==> config.mk <==
export PLATFORM = sky130hd
export DESIGN_NAME = id_decode_top
export DESIGN_NICKNAME = d
export VERILOG_FILES = /design/src/rv_isa_pkg.sv /design/src/id_types_pkg.sv /design/src/id_stage_if.sv /design/src/id_pipe_ctrl.sv /design/src/instr_legality_check.sv /design/src/operand_builder.sv /design/src/bypass_ctrl.sv /design/src/id_decode_top.sv
export VERILOG_INCLUDE_DIRS = /design/src
export SDC_FILE = /design/constraint.sdc
export NUM_CORES = 1
export LEC_CHECK = 0
export BUFFER_PORTS_ARGS = -buffer_cell sky130_fd_sc_hd__clkbuf_2
export CAP_MARGIN = 5
export CORE_ASPECT_RATIO = 1.2
export CORE_MARGIN = 10
export CORE_UTILIZATION = 46
export DETAILED_ROUTE_END_ITERATION = 8
export GPL_TIMING_DRIVEN = 1
export HOLD_SLACK_MARGIN = 0.12
export PLACE_DENSITY = 0.81
export SLEW_MARGIN = 0
export SYNTH_ARGS = -nofsm -noshare
export SYNTH_HDL_FRONTEND = slang
export SYNTH_SLANG_ARGS = --single-unit
==> constraint.sdc <==
create_clock -name clk -period 4.1 [get_ports clk]
set_input_delay 0.205 -clock clk [delete_from_list [all_inputs] [get_ports clk]]
set_output_delay 0.205 -clock clk [all_outputs]
set_load 0.05 [all_outputs]
==> src/id_defines.svh <==
// Width and reset-value macros for the RV32I decode stage
`ifndef ID_DEFINES_SVH
`define ID_DEFINES_SVH

///////////////////////////////////////////////////////////////////////
// Data path widths
///////////////////////////////////////////////////////////////////////
`define XLEN       32
`define INSTR_W    32
`define REG_ADDR_W 5   // x0..x31

// One flag per exception cause
`define NUM_CAUSES 12

///////////////////////////////////////////////////////////////////////
// Reset values
///////////////////////////////////////////////////////////////////////
`define PC_INIT 32'h0000_0200   // Boot address

`endif

==> src/rv_isa_pkg.sv <==
// RV32I encoding constants: opcodes, field positions, system words and causes
`include "id_defines.svh"

package rv_isa_pkg;

  ///////////////////////////////////////////////////////////////////////
  // Major opcodes, instruction bits 6..2
  ///////////////////////////////////////////////////////////////////////
  localparam int OPC_POS = 2;
  localparam int OPC_W   = 5;

  typedef enum logic [OPC_W-1:0] {
    LOAD     = 5'b00000,
    MISC_MEM = 5'b00011,
    OP_IMM   = 5'b00100,
    AUIPC    = 5'b00101,
    STORE    = 5'b01000,
    OP       = 5'b01100,
    LUI      = 5'b01101,
    BRANCH   = 5'b11000,
    JALR     = 5'b11001,
    JAL      = 5'b11011,
    SYSTEM   = 5'b11100
  } opcode_e;

  // Lowest bit of each field
  localparam int RD_POS     = 7;
  localparam int FUNCT3_POS = 12;
  localparam int RS1_POS    = 15;
  localparam int RS2_POS    = 20;
  localparam int FUNCT7_POS = 25;

  // Fixed instruction words
  localparam logic [`INSTR_W-1:0] INSTR_NOP     = 32'h0000_0013;  // addi x0,x0,0
  localparam logic [`INSTR_W-1:0] INSTR_ECALL   = 32'h0000_0073;
  localparam logic [`INSTR_W-1:0] INSTR_EBREAK  = 32'h0010_0073;
  localparam logic [`INSTR_W-1:0] INSTR_MRET    = 32'h3020_0073;
  localparam logic [`INSTR_W-1:0] INSTR_FENCE_I = 32'h0000_100f;

  // Bit positions in the cause vector
  localparam int CAUSE_FETCH_FAULT = 1;
  localparam int CAUSE_ILLEGAL     = 2;
  localparam int CAUSE_BREAKPOINT  = 3;
  localparam int CAUSE_MCALL       = 11;

  function automatic opcode_e opcode_of(input logic [`INSTR_W-1:0] instr);
    return opcode_e'(instr[OPC_POS +: OPC_W]);
  endfunction

  // Instructions whose result lands in rd
  function automatic logic writes_rd(input opcode_e opc);
    case (opc)
      LOAD, OP_IMM, AUIPC, OP, LUI, JAL, JALR, SYSTEM: return 1'b1;
      default:                                         return 1'b0;
    endcase
  endfunction

endpackage

==> src/id_types_pkg.sv <==
// Data and flag types shared by the decode stage units
`include "id_defines.svh"

package id_types_pkg;

  ///////////////////////////////////////////////////////////////////////
  // Words
  ///////////////////////////////////////////////////////////////////////
  typedef logic [`XLEN-1:0]    xlen_t;
  typedef logic [`INSTR_W-1:0] instr_t;

  // Register index x0..x31
  typedef logic [`REG_ADDR_W-1:0] reg_addr_t;

  // Indexed by the CAUSE_* positions of the ISA package
  typedef logic [`NUM_CAUSES-1:0] cause_vec_t;

  ///////////////////////////////////////////////////////////////////////
  // Per-operand flags
  ///////////////////////////////////////////////////////////////////////
  // Use-RF flags and each bypass pair
  typedef struct packed {
    logic opa;
    logic opb;
  } opnd_flags_t;

endpackage

==> src/id_stage_if.sv <==
// Decode stage bus carrying the fetch word and the stage-advance control
`timescale 1ns/1ns

interface id_stage_if;

  // Word offered by fetch
  id_types_pkg::instr_t    fetch_instr;
  id_types_pkg::xlen_t     fetch_pc;
  logic                    fetch_valid;

  logic                    advance;    // ID registers load this edge

  // Instruction currently held in ID
  id_types_pkg::reg_addr_t id_rd;
  logic                    id_rd_we;   // Valid and writes rd

  modport ctrl (
    output fetch_instr,
    output fetch_pc,
    output fetch_valid,
    output advance,
    output id_rd,
    output id_rd_we
  );

  modport unit (
    input fetch_instr,
    input fetch_pc,
    input fetch_valid,
    input advance,
    input id_rd,
    input id_rd_we
  );

endinterface

==> src/id_pipe_ctrl.sv <==
// ID stage registers, fetch/EX handshake, flush and ID destination tracking
`timescale 1ns/1ns
`include "id_defines.svh"

module id_pipe_ctrl (
  input  logic                    clk,
  input  logic                    rstn,
  input  logic                    if_valid,
  output logic                    if_ready,
  input  id_types_pkg::instr_t    if_instr,
  input  id_types_pkg::xlen_t     if_pc,
  input  logic                    ex_ready,
  input  logic                    flush,
  input  id_types_pkg::xlen_t     flush_pc,
  output logic                    id_valid,
  output id_types_pkg::instr_t    id_instr,
  output id_types_pkg::xlen_t     id_pc,
  output id_types_pkg::reg_addr_t id_src1,
  output id_types_pkg::reg_addr_t id_src2,
  id_stage_if.ctrl                stg
);

  logic advance;
  logic accept;

  // Stage is free when empty or when EX takes the current word
  assign if_ready = ex_ready | ~id_valid;
  assign advance  = if_ready;
  assign accept   = advance & if_valid;

  assign stg.fetch_instr = if_instr;
  assign stg.fetch_pc    = if_pc;
  assign stg.fetch_valid = if_valid;
  assign stg.advance     = advance;

  ///////////////////////////////////////////////////////////////////////
  // ID registers
  ///////////////////////////////////////////////////////////////////////
  always_ff @(posedge clk or negedge rstn) begin
    if (!rstn) begin
      id_valid <= 1'b0;
      id_pc    <= `PC_INIT;
      id_instr <= rv_isa_pkg::INSTR_NOP;
    end else if (flush) begin
      id_valid <= 1'b0;       // Accepted word is dropped
      id_pc    <= flush_pc;
    end else if (advance) begin
      id_valid <= if_valid;
      if (accept) begin
        id_pc    <= if_pc;
        id_instr <= if_instr;
      end
    end
  end

  // RF addresses look one word ahead while the stage moves
  assign id_src1 = advance ? if_instr[rv_isa_pkg::RS1_POS +: `REG_ADDR_W]
                           : id_instr[rv_isa_pkg::RS1_POS +: `REG_ADDR_W];
  assign id_src2 = advance ? if_instr[rv_isa_pkg::RS2_POS +: `REG_ADDR_W]
                           : id_instr[rv_isa_pkg::RS2_POS +: `REG_ADDR_W];

  // Destination of the word that moves on to EX
  assign stg.id_rd    = id_instr[rv_isa_pkg::RD_POS +: `REG_ADDR_W];
  assign stg.id_rd_we = id_valid & rv_isa_pkg::writes_rd(rv_isa_pkg::opcode_of(id_instr));

  ///////////////////////////////////////////////////////////////////////
  // Checks
  ///////////////////////////////////////////////////////////////////////
  a_flush_kills: assert property (@(posedge clk) disable iff (!rstn)
    flush |=> !id_valid);

  a_backpressure_hold: assert property (@(posedge clk) disable iff (!rstn)
    (id_valid && !ex_ready && !flush) |=> id_valid && $stable(id_instr) && $stable(id_pc));

endmodule

==> src/instr_legality_check.sv <==
// RV32I legality decode of the fetch word and the registered ID cause vector
`timescale 1ns/1ns

module instr_legality_check (
  input  logic                     clk,
  input  logic                     rstn,
  id_stage_if.unit                 stg,
  input  logic                     flush,
  input  logic                     if_fault,
  output id_types_pkg::cause_vec_t id_cause
);

  rv_isa_pkg::opcode_e  opc;
  logic [2:0]           f3;
  logic [6:0]           f7;
  id_types_pkg::instr_t instr;
  logic                 illegal;
  logic                 is_csr;

  assign instr  = stg.fetch_instr;
  assign opc    = rv_isa_pkg::opcode_of(instr);
  assign f3     = instr[rv_isa_pkg::FUNCT3_POS +: 3];
  assign f7     = instr[rv_isa_pkg::FUNCT7_POS +: 7];
  assign is_csr = (f3 != 3'b000) && (f3 != 3'b100);   // CSRRW..CSRRCI

  ///////////////////////////////////////////////////////////////////////
  // Encoding table
  ///////////////////////////////////////////////////////////////////////
  always_comb begin
    illegal = 1'b1;
    case (opc)
      rv_isa_pkg::LUI,
      rv_isa_pkg::AUIPC,
      rv_isa_pkg::JAL:      illegal = 1'b0;
      rv_isa_pkg::JALR:     illegal = (f3 != 3'b000);
      rv_isa_pkg::BRANCH:   illegal = (f3[2:1] == 2'b01);          // No funct3 2 or 3
      rv_isa_pkg::LOAD:     illegal = (f3 == 3'b011) || (f3[2:1] == 2'b11);
      rv_isa_pkg::STORE:    illegal = (f3 > 3'b010);
      rv_isa_pkg::OP_IMM: begin
        // Bit 25 is shamt[5], which RV32 does not have
        case (f3)
          3'b001:  illegal = (f7 != 7'h00);
          3'b101:  illegal = (f7 != 7'h00) && (f7 != 7'h20);
          default: illegal = 1'b0;
        endcase
      end
      rv_isa_pkg::OP:
        illegal = !((f7 == 7'h00) || ((f7 == 7'h20) && ((f3 == 3'b000) || (f3 == 3'b101))));
      rv_isa_pkg::MISC_MEM: illegal = !((f3 == 3'b000) || (instr == rv_isa_pkg::INSTR_FENCE_I));
      rv_isa_pkg::SYSTEM: begin
        if (is_csr) begin
          illegal = 1'b0;                                          // Any CSR address
        end else begin
          illegal = !((instr == rv_isa_pkg::INSTR_ECALL)  ||
                      (instr == rv_isa_pkg::INSTR_EBREAK) ||
                      (instr == rv_isa_pkg::INSTR_MRET));
        end
      end
      default:              illegal = 1'b1;
    endcase
  end

  ///////////////////////////////////////////////////////////////////////
  // Cause register
  ///////////////////////////////////////////////////////////////////////
  always_ff @(posedge clk or negedge rstn) begin
    if (!rstn) begin
      id_cause <= '0;
    end else if (flush) begin
      id_cause <= '0;
    end else if (stg.advance) begin
      id_cause                                <= '0;
      id_cause[rv_isa_pkg::CAUSE_FETCH_FAULT] <= stg.fetch_valid & if_fault;
      id_cause[rv_isa_pkg::CAUSE_ILLEGAL]     <= stg.fetch_valid & illegal;
      id_cause[rv_isa_pkg::CAUSE_BREAKPOINT]  <= stg.fetch_valid &
                                                 (instr == rv_isa_pkg::INSTR_EBREAK);
      id_cause[rv_isa_pkg::CAUSE_MCALL]       <= stg.fetch_valid &
                                                 (instr == rv_isa_pkg::INSTR_ECALL);
    end
  end

  // Decode outcomes exclude each other
  a_one_decode_cause: assert property (@(posedge clk) disable iff (!rstn)
    $onehot0({id_cause[rv_isa_pkg::CAUSE_ILLEGAL],
              id_cause[rv_isa_pkg::CAUSE_BREAKPOINT],
              id_cause[rv_isa_pkg::CAUSE_MCALL]}));

endmodule

==> src/operand_builder.sv <==
// Immediate extraction, operand A/B selection and use-register-file flags
`timescale 1ns/1ns
`include "id_defines.svh"

module operand_builder (
  input  logic                      clk,
  id_stage_if.unit                  stg,
  input  id_types_pkg::instr_t      wb_instr,
  input  logic                      wb_valid,
  input  id_types_pkg::xlen_t       wb_r,
  output id_types_pkg::xlen_t       id_opa,
  output id_types_pkg::xlen_t       id_opb,
  output id_types_pkg::opnd_flags_t id_use_rf
);

  id_types_pkg::xlen_t     imm_i;
  id_types_pkg::xlen_t     imm_u;
  id_types_pkg::reg_addr_t src1;
  id_types_pkg::reg_addr_t src2;
  id_types_pkg::reg_addr_t wb_rd;
  logic                    wb_we;
  logic                    wb_hit1;
  logic                    wb_hit2;

  assign src1  = stg.fetch_instr[rv_isa_pkg::RS1_POS +: `REG_ADDR_W];
  assign src2  = stg.fetch_instr[rv_isa_pkg::RS2_POS +: `REG_ADDR_W];
  assign imm_i = {{(`XLEN-12){stg.fetch_instr[31]}}, stg.fetch_instr[31:20]};
  assign imm_u = {stg.fetch_instr[31:12], 12'b0};

  // Result on wb_r is not yet in the register file
  assign wb_rd   = wb_instr[rv_isa_pkg::RD_POS +: `REG_ADDR_W];
  assign wb_we   = wb_valid & rv_isa_pkg::writes_rd(rv_isa_pkg::opcode_of(wb_instr));
  assign wb_hit1 = (src1 != '0) && (src1 == wb_rd) && wb_we;
  assign wb_hit2 = (src2 != '0) && (src2 == wb_rd) && wb_we;

  always_ff @(posedge clk) begin
    if (stg.advance) begin
      case (rv_isa_pkg::opcode_of(stg.fetch_instr))
        rv_isa_pkg::OP_IMM, rv_isa_pkg::LOAD, rv_isa_pkg::JALR: begin
          id_opa        <= wb_r;
          id_opb        <= imm_i;
          id_use_rf.opa <= ~wb_hit1;
          id_use_rf.opb <= 1'b0;
        end
        rv_isa_pkg::AUIPC: begin
          id_opa        <= stg.fetch_pc;
          id_opb        <= imm_u;
          id_use_rf     <= '0;
        end
        rv_isa_pkg::LUI: begin
          id_opa        <= '0;
          id_opb        <= imm_u;
          id_use_rf     <= '0;
        end
        rv_isa_pkg::OP, rv_isa_pkg::STORE, rv_isa_pkg::BRANCH: begin
          id_opa        <= wb_r;
          id_opb        <= wb_r;
          id_use_rf.opa <= ~wb_hit1;
          id_use_rf.opb <= ~wb_hit2;
        end
        rv_isa_pkg::SYSTEM: begin
          id_opa        <= wb_r;                                   // CSR source register
          id_opb        <= {{(`XLEN-`REG_ADDR_W){1'b0}}, src1};    // CSR immediate forms
          id_use_rf.opa <= ~wb_hit1;
          id_use_rf.opb <= 1'b0;
        end
        default: begin
          id_opa        <= '0;
          id_opb        <= '0;
          id_use_rf     <= '1;
        end
      endcase
    end
  end

endmodule

==> src/bypass_ctrl.sv <==
// Registered EX and WB bypass flags for operands A and B
`timescale 1ns/1ns
`include "id_defines.svh"

module bypass_ctrl (
  input  logic                      clk,
  input  logic                      rstn,
  id_stage_if.unit                  stg,
  input  id_types_pkg::instr_t      ex_instr,
  input  logic                      ex_valid,
  output id_types_pkg::opnd_flags_t id_byp_ex,
  output id_types_pkg::opnd_flags_t id_byp_wb
);

  rv_isa_pkg::opcode_e     opc;
  id_types_pkg::reg_addr_t src1;
  id_types_pkg::reg_addr_t src2;
  id_types_pkg::reg_addr_t ex_rd;
  logic                    ex_we;
  logic                    reads1;
  logic                    reads2;

  // Source matches a pending write; x0 never forwards
  function automatic logic dep(input id_types_pkg::reg_addr_t src,
                               input id_types_pkg::reg_addr_t dst,
                               input logic                    we);
    return (src != '0) && (src == dst) && we;
  endfunction

  assign opc  = rv_isa_pkg::opcode_of(stg.fetch_instr);
  assign src1 = stg.fetch_instr[rv_isa_pkg::RS1_POS +: `REG_ADDR_W];
  assign src2 = stg.fetch_instr[rv_isa_pkg::RS2_POS +: `REG_ADDR_W];

  assign ex_rd = ex_instr[rv_isa_pkg::RD_POS +: `REG_ADDR_W];
  assign ex_we = ex_valid & rv_isa_pkg::writes_rd(rv_isa_pkg::opcode_of(ex_instr));

  // Register-reading operands, as in the operand table
  assign reads1 = opc inside {rv_isa_pkg::OP_IMM, rv_isa_pkg::LOAD, rv_isa_pkg::JALR,
                              rv_isa_pkg::OP, rv_isa_pkg::STORE, rv_isa_pkg::BRANCH,
                              rv_isa_pkg::SYSTEM};
  assign reads2 = opc inside {rv_isa_pkg::OP, rv_isa_pkg::STORE, rv_isa_pkg::BRANCH};

  always_ff @(posedge clk or negedge rstn) begin
    if (!rstn) begin
      id_byp_ex <= '0;
      id_byp_wb <= '0;
    end else if (stg.advance) begin
      id_byp_ex.opa <= reads1 & dep(src1, stg.id_rd, stg.id_rd_we);  // ID word goes to EX
      id_byp_ex.opb <= reads2 & dep(src2, stg.id_rd, stg.id_rd_we);
      id_byp_wb.opa <= reads1 & dep(src1, ex_rd, ex_we);              // EX word goes to WB
      id_byp_wb.opb <= reads2 & dep(src2, ex_rd, ex_we);
    end
  end

  a_no_x0_bypass_a: assert property (@(posedge clk) disable iff (!rstn)
    (stg.advance && src1 == '0) |=> !id_byp_ex.opa && !id_byp_wb.opa);

  a_no_x0_bypass_b: assert property (@(posedge clk) disable iff (!rstn)
    (stg.advance && src2 == '0) |=> !id_byp_ex.opb && !id_byp_wb.opb);

endmodule

==> src/id_decode_top.sv <==
// RV32I decode stage top level joining pipe control and the decode units
`timescale 1ns/1ns

module id_decode_top (
  input  logic                      clk,
  input  logic                      rstn,
  // Fetch side
  input  logic                      if_valid,
  output logic                      if_ready,
  input  id_types_pkg::instr_t      if_instr,
  input  id_types_pkg::xlen_t       if_pc,
  input  logic                      if_fault,
  // EX side
  output logic                      id_valid,
  input  logic                      ex_ready,
  output id_types_pkg::xlen_t       id_pc,
  output id_types_pkg::instr_t      id_instr,
  output id_types_pkg::cause_vec_t  id_cause,
  output id_types_pkg::xlen_t       id_opa,
  output id_types_pkg::xlen_t       id_opb,
  output id_types_pkg::opnd_flags_t id_use_rf,
  output id_types_pkg::opnd_flags_t id_byp_ex,
  output id_types_pkg::opnd_flags_t id_byp_wb,
  // Register file
  output id_types_pkg::reg_addr_t   id_src1,
  output id_types_pkg::reg_addr_t   id_src2,
  // Later stages
  input  id_types_pkg::instr_t      ex_instr,
  input  logic                      ex_valid,
  input  id_types_pkg::instr_t      wb_instr,
  input  logic                      wb_valid,
  input  id_types_pkg::xlen_t       wb_r,
  // Redirect
  input  logic                      flush,
  input  id_types_pkg::xlen_t       flush_pc
);

  id_stage_if stg_if ();

  id_pipe_ctrl pipe_i (
    .clk, .rstn, .if_valid, .if_ready, .if_instr, .if_pc, .ex_ready,
    .flush, .flush_pc, .id_valid, .id_instr, .id_pc, .id_src1, .id_src2,
    .stg (stg_if.ctrl)
  );

  instr_legality_check legal_i (
    .clk, .rstn, .stg (stg_if.unit), .flush, .if_fault, .id_cause
  );

  operand_builder opnd_i (
    .clk, .stg (stg_if.unit), .wb_instr, .wb_valid, .wb_r,
    .id_opa, .id_opb, .id_use_rf
  );

  bypass_ctrl byp_i (
    .clk, .rstn, .stg (stg_if.unit), .ex_instr, .ex_valid, .id_byp_ex, .id_byp_wb
  );

endmodule

== After elaboration in Yosys (flattened, before gate mapping) ==
Memory sizes are Yosys's and may differ from the RTL's.
Index checks and enable logic that the tools add are counted.
W data, S select, Z words.
Word-level totals
  bits in registers: 147
  memory bits (read-only): 96
  bits of input ports: 200
  output and inout port bits: 158
  word-level logic and storage cells: 119
  memories kept: 3
Operators by class
  $lt $le $gt $ge: 1
  equality and inequality tests: 28
  muxes and demuxes: 15
  bitwise logic cells: 17
  reductions and logical operators: 43
Memories
  (name not given): depth 32, width 1, rd ports 1, clocked after Yosys merged registers in 0, wr ports 0, line rv_isa_pkg.sv:52  | case (opc)
  (name not given): depth 32, width 1, rd ports 1, clocked after Yosys merged registers in 0, wr ports 0, line rv_isa_pkg.sv:52
  (name not given): depth 32, width 1, rd ports 1, clocked after Yosys merged registers in 0, wr ports 0, line rv_isa_pkg.sv:52
Operators with widths (count)
  $pmux W32 S4: 1
  $mux W32: 3
  $pmux W32 S2: 1
  $eq A32 B13 Y1 const B: 1
  $eq A32 B21 Y1 const B: 1
  $eq A32 B30 Y1 const B: 1
  $eq A32 B7 Y1 const B: 1
  $eq A5 B5 Y1: 6
  $mux W12: 2
  $eq A5 B5 Y1 const B: 4
  $eq A5 B4 Y1 const B: 3
  $logic_and A1 B1 Y1: 15
  $reduce_bool A7 Y1: 2
  $and A1 B1 Y1: 12
  $eq A5 B3 Y1 const B: 2
  $mux W5: 2
  $reduce_bool A5 Y1: 2
  $pmux W1 S9: 1
  $reduce_or A3 Y1: 3
  $eq A7 B6 Y1 const B: 1
  $logic_not A7 Y1: 1
  $ne A7 B6 Y1 const B: 1
  $reduce_or A7 Y1: 1
  $logic_or A1 B1 Y1: 6
  other kinds (22): 31

== Depth between registers and ports, before layout ==
  depth after elaboration: 9
  depth in mapped cells: 8
  gate-level depth less buffers: 6

== Modules after synthesis ==
A second synthesis with hierarchy kept.
Unflattened totals
  cells, all modules: 605
  area total of the unflattened synthesis: 7581.0 um^2
Modules (own cells, without submodules)
  id_pipe_ctrl: instances 1, cells each 287, area an instance 3554.7 um^2, sequential area each 1631.6 um^2
  operand_builder: instances 1, cells each 193, area an instance 3024.2 um^2, sequential area each 1981.9 um^2
  instr_legality_check: instances 1, cells each 70, area an instance 518.0 um^2, sequential area each 100.1 um^2
  bypass_ctrl: instances 1, cells each 55, area an instance 484.2 um^2, sequential area each 100.1 um^2

== Least setup slack after synthesis ==
OpenSTA, ideal clock, no wires.
  kind: flip-flop to output port
  start: register pipe_i.id_valid
  end: output id_src1[0]
  arrival time: 3.842 ns
  required time: 3.895 ns
  setup slack: 0.053 ns
  stages on the path, launching flop included: 6
  path buffers: 1
  cell sequence: dfrtp_1 nor2b_1 inv_2 clkbuf_1 nand2_1 nand2_1
Between the ends
  word-level cells in the longest chain between the ends: 3
Ends and longest elaborated chain
  start, declared: line id_pipe_ctrl.sv:15  | output logic id_valid,
  start signal, assigned: line id_pipe_ctrl.sv:48  | id_valid <= if_valid;
  $not A1 Y1: line id_pipe_ctrl.sv:27  | assign if_ready = ex_ready | ~id_valid;
  $or A1 B1 Y1: line id_pipe_ctrl.sv:27
  via if_ready: line id_decode_top.sv:9  | output logic if_ready,
  $mux W5: line id_pipe_ctrl.sv:57  | assign id_src1 = advance ? if_instr[rv_isa_pkg::RS1_POS +: `REG_ADDR_W]
  end, declared: line id_decode_top.sv:25  | output id_types_pkg::reg_addr_t id_src1,
The timed path passes the listed nets, and every way through them passes these cells.

== Worst setup path after layout ==
  start: input if_instr[2]
  end: register opnd_i.id_opa[21], data pin
Between the ends
  word-level cells in the longest chain between the ends: 3
  elaborated cells between the ends (all ways): 10
  classes of those cells: eq/ne: 7; mux: 1; reduce/logical: 2
Ends and longest elaborated chain
  start, declared: line id_decode_top.sv:10  | input id_types_pkg::instr_t if_instr,
  $eq A5 B4 Y1, or another cell as far along: line operand_builder.sv:38  | case (rv_isa_pkg::opcode_of(stg.fetch_instr))
  $reduce_or A7 Y1 (no line)
  $pmux W32 S2 (*): line operand_builder.sv:38
  end signal, assigned: line operand_builder.sv:40  | id_opa <= wb_r;
  end signal, assigned: line operand_builder.sv:46  | id_opa <= stg.fetch_pc;
  end signal, assigned: line operand_builder.sv:56  | id_opa <= wb_r;
  end, declared: line operand_builder.sv:11  | output id_types_pkg::xlen_t id_opa,
Mark *: on every way between the ends. The rest lies on a longest branch, timed or not.
A chain may end at the register's enable or synchronous reset.

==> out/qor.txt <==
initial antenna violation count = 4
Fin. Hold Viols = 0
Die W = 131 um
DR vias/cell = 5.77
drt drc = 0
P&R area growth vs syn = 51.0%
IO Pins = 358
Fillers = 957
Maximum Capacitance Violations = 0
Synth area leaders = edfxtp_1 (29%), dfrtp_1 (25%), nand2_1 (5.2%), a22o_1 (4.9%), mux2i_1 (4.7%)
Setup crit start kind = input pin
clock tree sinks = 139
Worst Tran Pin Value = 1160 ps
Rel. slew slack = 22.2%
Final ANT Viol Nets = 0
Site Rows = 48
area of the multi-input gates = 0.00271 mm^2
total grt overflow = 0
Power Density = 456 mW/mm^2
drt wl/cell = 24.9 um
Yosys top cell area share = 29.0%
Core Footprint = 0.0145 mm^2
RSZ-0062 raised after global routing = false
I/O Buffers = 305
DRT Pass-1 Iters = 6
share of cells above drive strength 1 = 37.9%
initial core utilization = 47.3%
vias in the first global route = 7,325
Root Buffer = clkbuf_16
EDFF count, synth = 66
fmax = 328 MHz
status = completed
total length of routed wires = 30,400 um
cell area after layout = 0.0103 mm^2
Worst Hold Class = input pin to flip-flop
global-route wire length before repair = 45,500 um
Synth Warn # = 0
Setup Crit Path Kind = input pin to flip-flop
register area = 0.00381 mm^2
Die ar. = 0.0202 mm^2
Post-Syn Area = 0.00684 mm^2
GPL Wtd Cong = 0.847
commonest non-fill, non-tap cell in the layout = clkbuf_2
Leakage = 5.04 nW
Yosys top cell by area = edfxtp_1
crit end category = flip-flop
HPWL after DPL = 19,300 um
CTS tree = done
CTS buffer count = 17
DRT iter0 DRCs = 860
# nets final = 1,201
DR vias = 7,018
most frequent cells in the layout = clkbuf_2 (304), dlygate4sd3_1 (127), nand2_1 (93)
cell count after synthesis = 595
Synth cell types = 62
Primary FF master, synth = dfrtp_1
insertion delay to the later sink of the worst-skew pair = 430 ps
clock buffer depth = 2
#FFs+latches synth = 139
crit path time final = 3050 ps
# Post-CTS Setup Buffers = 0
die height = 154 um
pin count of the biggest net entering global routing = 80
Synth Area per Inst = 11.5 um^2
arrival time of the worst setup path = 3330 ps
pins over their slew limit = 0
asr flop ratio synth = 52.5%
cell area after placement = 0.00841 mm^2
Seq/Total Area, Yosys = 55.7%
fin crit share = 74.3%
worst-path maximum fanout = 33
clock skew = 9.15 ps
worst vdd ir = 0.225 mV
setup_tns = 0 ps
overall global routing resource usage = 29.3%
Worst-path clk slew = 70 ps
H-tree depth = 4
CP required = 4380 ps
setup violators final = 0
-- critical path, cell delays in order --
cell           delay [ps]
dlygate4sd3_1         530
clkbuf_2              180
or3_1                 410
a21oi_2               580
or2_1                 190
buf_4                 390
a22o_1                220
dlygate4sd3_1         590
-- cells by family after synthesis --
family / count (synthesis) / share of synthesized area, %
xor gates and xnor gates: 30 / 3.84
and+or+nand+nor: 154 / 10.8
DFF: 139 / 55.7
muxes: 55 / 8.46
buffers and inverters: 74 / 5.34
other: 1 / 0.0548
AOI/OAI and AO/OA: 142 / 15.8
-- layer usage --
layer	GRT usage (%)	vias to the layer above	share of wire [%]
li1	-	3029	-
met1	32.3	3329	35
met2	49.2	547	49
met3	9.78	111	11
met4	15.6	2	5.0
met5	0	-	0.036
-- registers in the layout, indices dropped and copies added (netlist names) --
| register | flops |
|---|---|
| opnd_i.id_use_rf | 2 |
| byp_i.id_byp_wb | 2 |
| opnd_i.id_opa | 32 |
| pipe_i.id_valid | 1 |
| opnd_i.id_opb | 32 |
| pipe_i.id_pc | 32 |
| pipe_i.id_instr | 32 |
| byp_i.id_byp_ex | 2 |
| legal_i.id_cause | 4 |
-- report_power, final --
group | switching, W | total [W] | internal [W]
combinational | 0.000925 | 0.00130 | 0.000377
sequential | 0.0000889 | 0.00170 | 0.00162
clock | 0.000657 | 0.00171 | 0.00105
-- metrics by stage --
step / setup slack [ps] / std cells / total power [W] / util (%) / hold slack, ps
after floorplan: 53.5 / 602 / 0.00253 / - / -90.6
after global placement: 1680 / 1055 / 0.00287 / 58.1 / 410
after detailed placement: 1610 / 1055 / 0.00289 / 58.1 / 417
after CTS: 1180 / 1212 / 0.00466 / 71.2 / 120
after global routing: 964 / 1215 / 0.00486 / 71.4 / 124
final: 1050 / 1217 / 0.00471 / 71.4 / 125
-- worst paths after layout --
kind                                          from                   to  slack [ps]  cells after the start
worst max-delay path                   if_instr[2]    opnd_i.id_opa[21]        1050                      8
worst min-delay path                      wb_r[24]    opnd_i.id_opb[24]         120                      2
worst max register to register     pipe_i.id_valid     pipe_i.id_pc[21]        1420                      6
worst min register to register  pipe_i.id_instr[4]   pipe_i.id_instr[4]         480                      2
max in group asynchronous                     rstn  pipe_i.id_instr[14]        2870                      2
min in group asynchronous                     rstn      pipe_i.id_pc[2]         510                      2
-- area by class of cell --
class / instances / share of cell area (%)
Sequential cell: 139 / 36.9
Timing Repair Buffer: 440 / 27.7
Multi-Input combinational cell: 389 / 26.2
Clock buffer: 18 / 4.25
Tap cell: 200 / 2.42
Clock inverter: 14 / 2.00
Inverter: 14 / 0.520
Antenna cell: 3 / 0.0726
-- cell usage after synthesis, types with 6 or more instances --
cell,n
edfxtp_1,66
a221o_1,19
o21ai_0,40
mux2_2,23
xnor2_1,15
clkbuf_1,22
inv_1,13
nor2_1,13
dfrtp_1,69
mux2i_1,32
a22o_1,38
xor2_1,15
o21ai_1,8
buf_4,12
buf_2,22
nand3_1,6
nand2_1,94
-- what timing repair did --
action,CTS,global route
resized for setup,0,0
endpoints found under the hold margin,160,2
hold buffers,125,2
No activity file was read; power rests on OpenSTA's default activity.
